==> config.mk <==
export PLATFORM = sky130hd
export DESIGN_NAME = scope_capture
export DESIGN_NICKNAME = d
export VERILOG_FILES = /design/src/logic/scope_pkg.sv /design/src/logic/capture_buffer.sv /design/src/logic/edge_trigger.sv /design/src/logic/sample_decimator.sv /design/src/logic/scope_capture.sv
export SDC_FILE = /design/constraint.sdc
export NUM_CORES = 2
export LEC_CHECK = 0
export BUFFER_PORTS_ARGS = -buffer_cell sky130_fd_sc_hd__buf_4
export CAP_MARGIN = 20
export CELL_PAD_IN_SITES_DETAIL_PLACEMENT = 1
export CELL_PAD_IN_SITES_GLOBAL_PLACEMENT = 2
export CORE_ASPECT_RATIO = 0.9
export CORE_MARGIN = 1.5
export CORE_UTILIZATION = 47
export DETAILED_ROUTE_END_ITERATION = 8
export PLACE_DENSITY = 0.73
export RECOVER_POWER = 25
export SYNTH_ARGS = -nofsm -noshare
export SYNTH_HDL_FRONTEND = slang
export SYNTH_HIERARCHICAL = 1
export SYNTH_SLANG_ARGS = --single-unit
export TNS_END_PERCENT = 50
==> constraint.sdc <==
create_clock -name clk -period 5.8 [get_ports clk]
set_input_delay 0.87 -clock clk [delete_from_list [all_inputs] [get_ports clk]]
set_output_delay 0.87 -clock clk [all_outputs]
set_load 0.02 [all_outputs]
==> src/logic/scope_pkg.sv <==
`default_nettype none

package scope_pkg;

    ////////////////////////////////////////////////////////////////////////////
    // ADC code format
    ////////////////////////////////////////////////////////////////////////////

    localparam int SAMPLE_W = 12;

    // Mid-scale code, zero volts at the probe
    localparam logic [SAMPLE_W-1:0] MID_CODE = 12'd2048;

    ////////////////////////////////////////////////////////////////////////////
    // VGA vertical blanking window
    ////////////////////////////////////////////////////////////////////////////

    // Lines above the visible area
    localparam logic [10:0] VBLANK_TOP = 11'd10;
    // Lines below the visible area
    localparam logic [10:0] VBLANK_BOTTOM = 11'd500;

    // One ADC strobe with its code
    typedef struct packed {
        logic                valid;
        logic [SAMPLE_W-1:0] code;
    } adc_sample_t;

    // Write port from trigger into the capture memory
    typedef struct packed {
        logic                en;
        logic [7:0]          addr;
        logic [SAMPLE_W-1:0] code;
    } capture_wr_t;

    // Trigger FSM, arm below low threshold, fire above high threshold
    typedef enum logic [1:0] {
        WAIT_LOW,
        WAIT_HIGH,
        CAPTURE
    } trig_state_t;

endpackage

`default_nettype wire

==> src/logic/capture_buffer.sv <==
`timescale 1ns/1ns
`default_nettype none

module capture_buffer #(
    parameter int ADDR_W = 8
) (
    input  logic                            clk,
    input  scope_pkg::capture_wr_t          wr,
    input  logic [ADDR_W-1:0]               rd_addr,
    output logic [scope_pkg::SAMPLE_W-1:0]  rd_data
);

    import scope_pkg::*;

    localparam int DEPTH = 2 ** ADDR_W;

    ////////////////////////////////////////////////////////////////////////////
    // Sample memory
    ////////////////////////////////////////////////////////////////////////////

    // Contents unknown until the first capture
    logic [SAMPLE_W-1:0] mem [0:DEPTH-1];

    // Trigger side write port
    always_ff @(posedge clk) begin
        if (wr.en)
            mem[wr.addr] <= wr.code;
    end

    // Display side read port, one cycle latency
    always_ff @(posedge clk) begin
        rd_data <= mem[rd_addr];
    end

endmodule

`default_nettype wire

==> src/logic/edge_trigger.sv <==
`timescale 1ns/1ns
`default_nettype none

module edge_trigger #(
    parameter int HYST   = 300,
    parameter int ADDR_W = 8
) (
    input  logic                            clk,
    input  logic                            rst,
    input  scope_pkg::adc_sample_t          tick,
    input  logic                            enable,
    input  logic signed [scope_pkg::SAMPLE_W-1:0] trig_level,
    input  logic [10:0]                     vcount,
    output scope_pkg::capture_wr_t          wr,
    output logic                            capture_done
);

    import scope_pkg::*;

    // Two guard bits for signed threshold math
    localparam int TH_W = SAMPLE_W + 2;

    trig_state_t                state;
    logic [ADDR_W-1:0]          addr_cnt;
    logic signed [TH_W-1:0]     hi_th;
    logic signed [TH_W-1:0]     lo_th;
    logic signed [TH_W-1:0]     code_s;
    logic                       step;
    logic                       in_blank;
    logic                       last;
    logic                       fire;
    logic                       wr_en;
    logic [ADDR_W-1:0]          wr_addr;
    logic [SAMPLE_W-1:0]        wr_code;

    ////////////////////////////////////////////////////////////////////////////
    // Thresholds and qualifiers
    ////////////////////////////////////////////////////////////////////////////

    // High threshold sits trig_level codes off mid-scale
    assign hi_th  = $signed({2'b00, MID_CODE}) +
                    $signed({{2{trig_level[SAMPLE_W-1]}}, trig_level});
    assign lo_th  = hi_th - $signed(TH_W'(HYST));
    assign code_s = $signed({2'b00, tick.code});

    // FSM moves only on an enabled tick
    assign step     = tick.valid && enable;
    // Raster outside visible lines
    assign in_blank = (vcount < VBLANK_TOP) || (vcount > VBLANK_BOTTOM);
    assign last     = (addr_cnt == {ADDR_W{1'b1}});
    // Triggering tick or any tick inside a capture gets written
    assign fire     = step && ((state == WAIT_HIGH && code_s >= hi_th && in_blank) ||
                               state == CAPTURE);

    ////////////////////////////////////////////////////////////////////////////
    // State machine
    ////////////////////////////////////////////////////////////////////////////

    always_ff @(posedge clk) begin
        if (rst) begin
            state        <= WAIT_LOW;
            addr_cnt     <= '0;
            wr_en        <= 1'b0;
            capture_done <= 1'b0;
        end else begin
            wr_en        <= fire;
            capture_done <= fire && state == CAPTURE && last;
            // Address wraps to zero after the last entry
            if (fire)
                addr_cnt <= addr_cnt + 1'b1;
            if (step) begin
                case (state)
                    WAIT_LOW:
                        if (code_s <= lo_th)
                            state <= WAIT_HIGH;
                    WAIT_HIGH:
                        // Crossing in the visible area disarms
                        if (code_s >= hi_th)
                            state <= in_blank ? CAPTURE : WAIT_LOW;
                    CAPTURE:
                        if (last)
                            state <= WAIT_LOW;
                    default:
                        state <= WAIT_LOW;
                endcase
            end
        end
    end

    // Write payload, addr_cnt is zero on the triggering tick
    always_ff @(posedge clk) begin
        if (fire) begin
            wr_addr <= addr_cnt;
            wr_code <= tick.code;
        end
    end

    assign wr = '{en: wr_en, addr: wr_addr, code: wr_code};

    // Done only alongside the final buffer write
    a_done_last: assert property (@(posedge clk) disable iff (rst)
        capture_done |-> wr.en && wr.addr == {ADDR_W{1'b1}});

    // Every write traces back to a tick
    a_wr_after_tick: assert property (@(posedge clk) disable iff (rst)
        wr.en |-> $past(tick.valid));

    // Capture runs through the whole buffer
    a_capture_full: assert property (@(posedge clk) disable iff (rst)
        $fell(state == CAPTURE) |-> $past(addr_cnt) == {ADDR_W{1'b1}});

endmodule

`default_nettype wire

==> src/logic/sample_decimator.sv <==
`timescale 1ns/1ns
`default_nettype none

module sample_decimator (
    input  logic                            clk,
    input  logic                            rst,
    input  scope_pkg::adc_sample_t          adc,
    input  logic [scope_pkg::SAMPLE_W-1:0]  decim,
    output scope_pkg::adc_sample_t          tick
);

    import scope_pkg::*;

    // Strobe counter runs 0..decim and wraps
    logic [SAMPLE_W-1:0] cnt;
    logic                tick_valid;
    logic [SAMPLE_W-1:0] tick_code;

    always_ff @(posedge clk) begin
        if (rst) begin
            cnt        <= '0;
            tick_valid <= 1'b0;
        end else begin
            tick_valid <= 1'b0;
            if (adc.valid) begin
                // Keep the strobe that finds the counter at zero
                tick_valid <= (cnt == '0);
                // Wrap also when decim shrinks below the running count
                if (cnt >= decim)
                    cnt <= '0;
                else
                    cnt <= cnt + 1'b1;
            end
        end
    end

    // Code of the kept strobe
    always_ff @(posedge clk) begin
        if (adc.valid && cnt == '0)
            tick_code <= adc.code;
    end

    assign tick = '{valid: tick_valid, code: tick_code};

    // Downstream sees at most one tick per strobe
    a_tick_single: assert property (@(posedge clk) disable iff (rst)
        tick.valid |=> !tick.valid);

endmodule

`default_nettype wire

==> src/logic/scope_capture.sv <==
`timescale 1ns/1ns
`default_nettype none

module scope_capture #(
    parameter int HYST   = 300,
    parameter int ADDR_W = 8
) (
    input  logic                            clk,
    input  logic                            rst,
    input  scope_pkg::adc_sample_t          adc,
    input  logic                            enable,
    input  logic [scope_pkg::SAMPLE_W-1:0]  decim,
    input  logic signed [scope_pkg::SAMPLE_W-1:0] trig_level,
    input  logic [10:0]                     vcount,
    input  logic [ADDR_W-1:0]               rd_addr,
    output logic [scope_pkg::SAMPLE_W-1:0]  rd_data,
    output logic                            capture_done
);

    import scope_pkg::*;

    // Decimated sample stream
    adc_sample_t tick;
    // Trigger writes into the buffer
    capture_wr_t wr;

    ////////////////////////////////////////////////////////////////////////////
    // Timebase, trigger, memory
    ////////////////////////////////////////////////////////////////////////////

    sample_decimator u_decim (
        .clk   (clk),
        .rst   (rst),
        .adc   (adc),
        .decim (decim),
        .tick  (tick)
    );

    edge_trigger #(
        .HYST   (HYST),
        .ADDR_W (ADDR_W)
    ) u_trig (
        .clk          (clk),
        .rst          (rst),
        .tick         (tick),
        .enable       (enable),
        .trig_level   (trig_level),
        .vcount       (vcount),
        .wr           (wr),
        .capture_done (capture_done)
    );

    capture_buffer #(
        .ADDR_W (ADDR_W)
    ) u_buf (
        .clk     (clk),
        .wr      (wr),
        .rd_addr (rd_addr),
        .rd_data (rd_data)
    );

endmodule

`default_nettype wire

==> Flow_metrics.wiki <==
{| class="wikitable"
! Metric !! Value
|-
| Post CTS Setup Buffer Count || 0
|-
| Number of buffers inserted by hold repair at cts || 0
|-
| Slew at the pin closest to its max-slew limit || roughly 4.5 ns
|-
| Post-route clock period utilization || 0.8085
|-
| Synth-to-layout area growth || 13.46%
|-
| Pre-CTS worst setup slack || between 0.7 and 0.8 ns
|-
| Total routed wirelength || approximately 340 mm
|-
| CORE AREA || about 0.26 mm²
|-
| Worst setup slack after layout || around 1.1 ns
|-
| Master cell of the clock root buffer || clkbuf_16
|-
| Power share of the clock group || 0.427
|-
| Post-synth top area cell || edfxtp_1
|-
| Most common library cell in the layout ignoring fill and taps || edfxtp_1
|-
| Cell with the largest stage delay on the worst path || clkbuf_2
|-
| Leading cell types in the layout, fill and taps excluded || 3104 x edfxtp_1, 636 x mux4_2, 403 x buf_4
|-
| Net count after synthesis || 5908
|-
| CTS tree || yes
|-
| Unrepaired setup endpoints after global routing || false
|-
| Crit path arrival time || ~5.2 ns
|-
| Total global-route track usage || 0.2582
|-
| Fraction of final layout cells sized beyond drive strength 1 || 0.2494
|-
| Power per standard cell area || around 330 mW/mm²
|-
| Die W || about 540 µm
|-
| Count of H-tree levels built during CTS || 5
|-
| Maximum root-to-sink buffer count || 4
|-
| Fraction of power spent switching nets || 0.2103
|-
| Violated checks || capacitance limit, slew limit
|-
| Share of synthesized flip-flops with an asynchronous set or reset || 0
|-
| Remaining max-slew budget at the tightest pin || -2.005
|-
| Final instance count without filler cells || 9953
|-
| Outcome || complete, but fails checks
|-
| Synth Area per Inst || between 20 and 25 µm²
|-
| Total Neg Setup Slack || 0 ns
|-
| First-pass GRT wire length || 483.8 mm
|-
| Number of input and output port buffers inserted || a little over 70
|-
| Cell area after synthesis || 0.1219 mm²
|-
| Worst Setup End Kind || flop
|-
| Hold WC Path Type || input pin to flop
|-
| I/O pin count || 72
|-
| Initial antenna violation count || 12
|-
| Overflow after GRT || 0
|-
| Slack of the worst reg-to-reg path || 1.11 ns
|-
| Cell-by-cell trace of the critical path || clkbuf_2 -> buf_4
|-
| Power dissipated by switching net loads || 9.742 mW
|-
| Proportion of synthesized chip area in sequential cells || 0.7710
|-
| Number of max-cap violations || 14
|-
| Class of the most critical setup path || flop to flop
|-
| Met3 track demand over resource || 0.03777
|-
| First DRT Iteration DRCs || between 8000 and 9000
|-
| CTS clk-pin slew, worst paths || 0.06 ns
|-
| Grt met2 use || 0.3995
|-
| Wirelength per Cell || between 30 and 40 µm
|-
| Top-area cell type share of the netlist area || 0.7649
|-
| Reg2Reg Depth || 2
|-
| Final antenna-violating net count || 0
|-
| Site Rows || roughly 180
|-
| GPL Wtd Cong || ~0.83
|-
| Global routing's busiest layer || met2
|-
| CTS sink count || 3141
|-
| Cell types with the largest area share after synthesis || edfxtp_1 76%, mux4_2 12%, mux2i_1 1.8%
|-
| Die Span Y || 486.1 µm
|-
| Number of cells on the critical path || 2
|-
| Clock latency reported for the late side of the worst-skew pair || roughly 0.89 ns
|-
| Required time at the worst-slack endpoint || ~6.3 ns
|-
| CP peak stage delay || between 2 and 3 ns
|-
| Met1 capacity usage during global routing || 0.3864
|-
| Die area || 0.2623 mm²
|-
| Fraction of power consumed by combinational cells || 0.041
|-
| Remaining routing DRC violations || 0
|-
| Worst VDD drop || between 0.3 and 0.4 mV
|-
| Main flop type after synthesis || edfxtp_1
|-
| Hold violation count in the final report || 0
|-
| Buf+Inv Stages, Crit Path || 2
|-
| Startpoint Class || flop
|-
| Highest net fanout along the worst path || 189
|-
| Detailed Place HPWL || roughly 210 mm
|-
| Final number of max-transition violations || about 1400
|-
| Ys Warns || 6
|-
| Final Setup Violations || 0
|-
| Clock period minus final worst setup slack || roughly 4.7 ns
|-
| Number of synthesized flops with an enable pin || roughly 3100
|-
| TritonCTS buffer count || 321
|-
| Total of flip-flops plus latches after synthesis || approximately 3100
|-
| Cells on Worst Hold Path || 1
|-
| Initial Utilization || 0.4719
|-
| DR pass1 iterations || 5
|-
| Via count || roughly 63000
|-
| Crit-path leading delay family || buffers and inverters
|-
| Pin count of the biggest net entering global routing || between 200 and 250
|-
| Max Clk Rate || 213.3 MHz
|-
| CTS-repair resized insts || 0
|-
| Placed insts || approximately 9400
|-
| Reg power frac || 0.532
|-
| Layout net count || between 6000 and 7000
|-
| Post-synthesis instance total || 5811
|-
| Final core utilization || 0.5354
|-
| Worst setup skew after layout || around 0.051 ns
|-
| Design internal power || around 37 mW
|-
| Via/cell ratio || 6.312
|-
| P_leak || roughly 44 nW
|-
| Distinct cells, synth || 75
|-
| Number of inserted filler cells in the final layout || between 20000 and 25000
|-
| Number of global-route vias before repair || 64020
|}
-- Yosys cell counts (19+ instances only) --
master	count
a211oi_1	21
a21oi_1	136
a221oi_1	19
a22o_1	19
a22oi_1	215
a31oi_1	20
buf_2	72
buf_4	36
buf_6	36
clkbuf_1	155
dfxtp_1	37
edfxtp_1	3104
ha_1	38
inv_1	32
mux2_2	29
mux2i_1	224
mux4_2	636
nand2_1	61
nand3_1	36
nand4_1	24
nor2_1	322
nor2b_1	45
nor3_1	44
nor4_1	37
o21ai_0	44
o221ai_1	54
o22ai_1	88
-- power groups by stage --
| stage | Sequential [mW] | Clock, mW | Combinational [mW] |
|---|---|---|---|
| floorplan | 25.1 | 0 | 1.18 |
| global placement | 25.1 | 0 | 1.90 |
| detailed placement | 25.1 | 0 | 1.92 |
| CTS | 24.6 | 20.1 | 1.93 |
| global route | 24.6 | 20.8 | 2.01 |
| finish | 24.6 | 19.8 | 1.92 |
-- per-layer routing --
metal | routed length [µm] | share of wire
met1 | 144200 | 0.42
met2 | 159200 | 0.47
met5 | 13 | 0.000038
met3 | 26770 | 0.079
met4 | 9515 | 0.028
-- layout make-up --
class,instances,area (µm²),area share
well taps,3401,4255,0.03078
clock buffers,411,8578,0.06204
flip-flops and latches,3141,93950,0.6795
multi-input cells,2293,25690,0.1858
inverters,33,123.9,0.0008959
clock inverters,150,1227,0.008878
repair buffers,515,4419,0.03196
diodes,9,22.52,0.0001629
-- per-stage QoR --
stage	total power [mW]	hold slack (ns)	instance area, µm²
finish	46.31	0.2258	138300
global route	47.43	0.1977	138300
CTS	46.63	0.1542	138200
detailed placement	27.04	0.4472	128400
global placement	27.03	0.4381	127600
floorplan	26.29	0.4264	121900
-- worst paths after layout --
check,start,endpoint
min,adc[4],u_decim/tick_code[4]
max,u_trig/wr_code[10],u_buf/mem[12][10]
max reg2reg,u_trig/wr_code[10],u_buf/mem[12][10]
min reg2reg,u_decim/tick_valid,u_trig/state[0]
-- state kept, by name, summed over array words and instances, names as in the netlist --
name,count
u_trig/addr_cnt,8
u_decim/cnt,12
u_trig/wr_en,1
u_trig/wr_addr,8
u_decim/tick_valid,1
u_buf/mem,3072
u_buf/rd_data,12
u_trig/capture_done,1
u_trig/wr_code,12
u_decim/tick_code,12
u_trig/state,2
-- cells by family after synthesis --
family	synth area share
compound gates	0.03941
simple gates	0.02559
fa+ha+maj	0.003902
xor+xnor	0.001366
buf+inv	0.01911
flops	0.7710
mux	0.1396
Power figures use the tool's default switching activity.
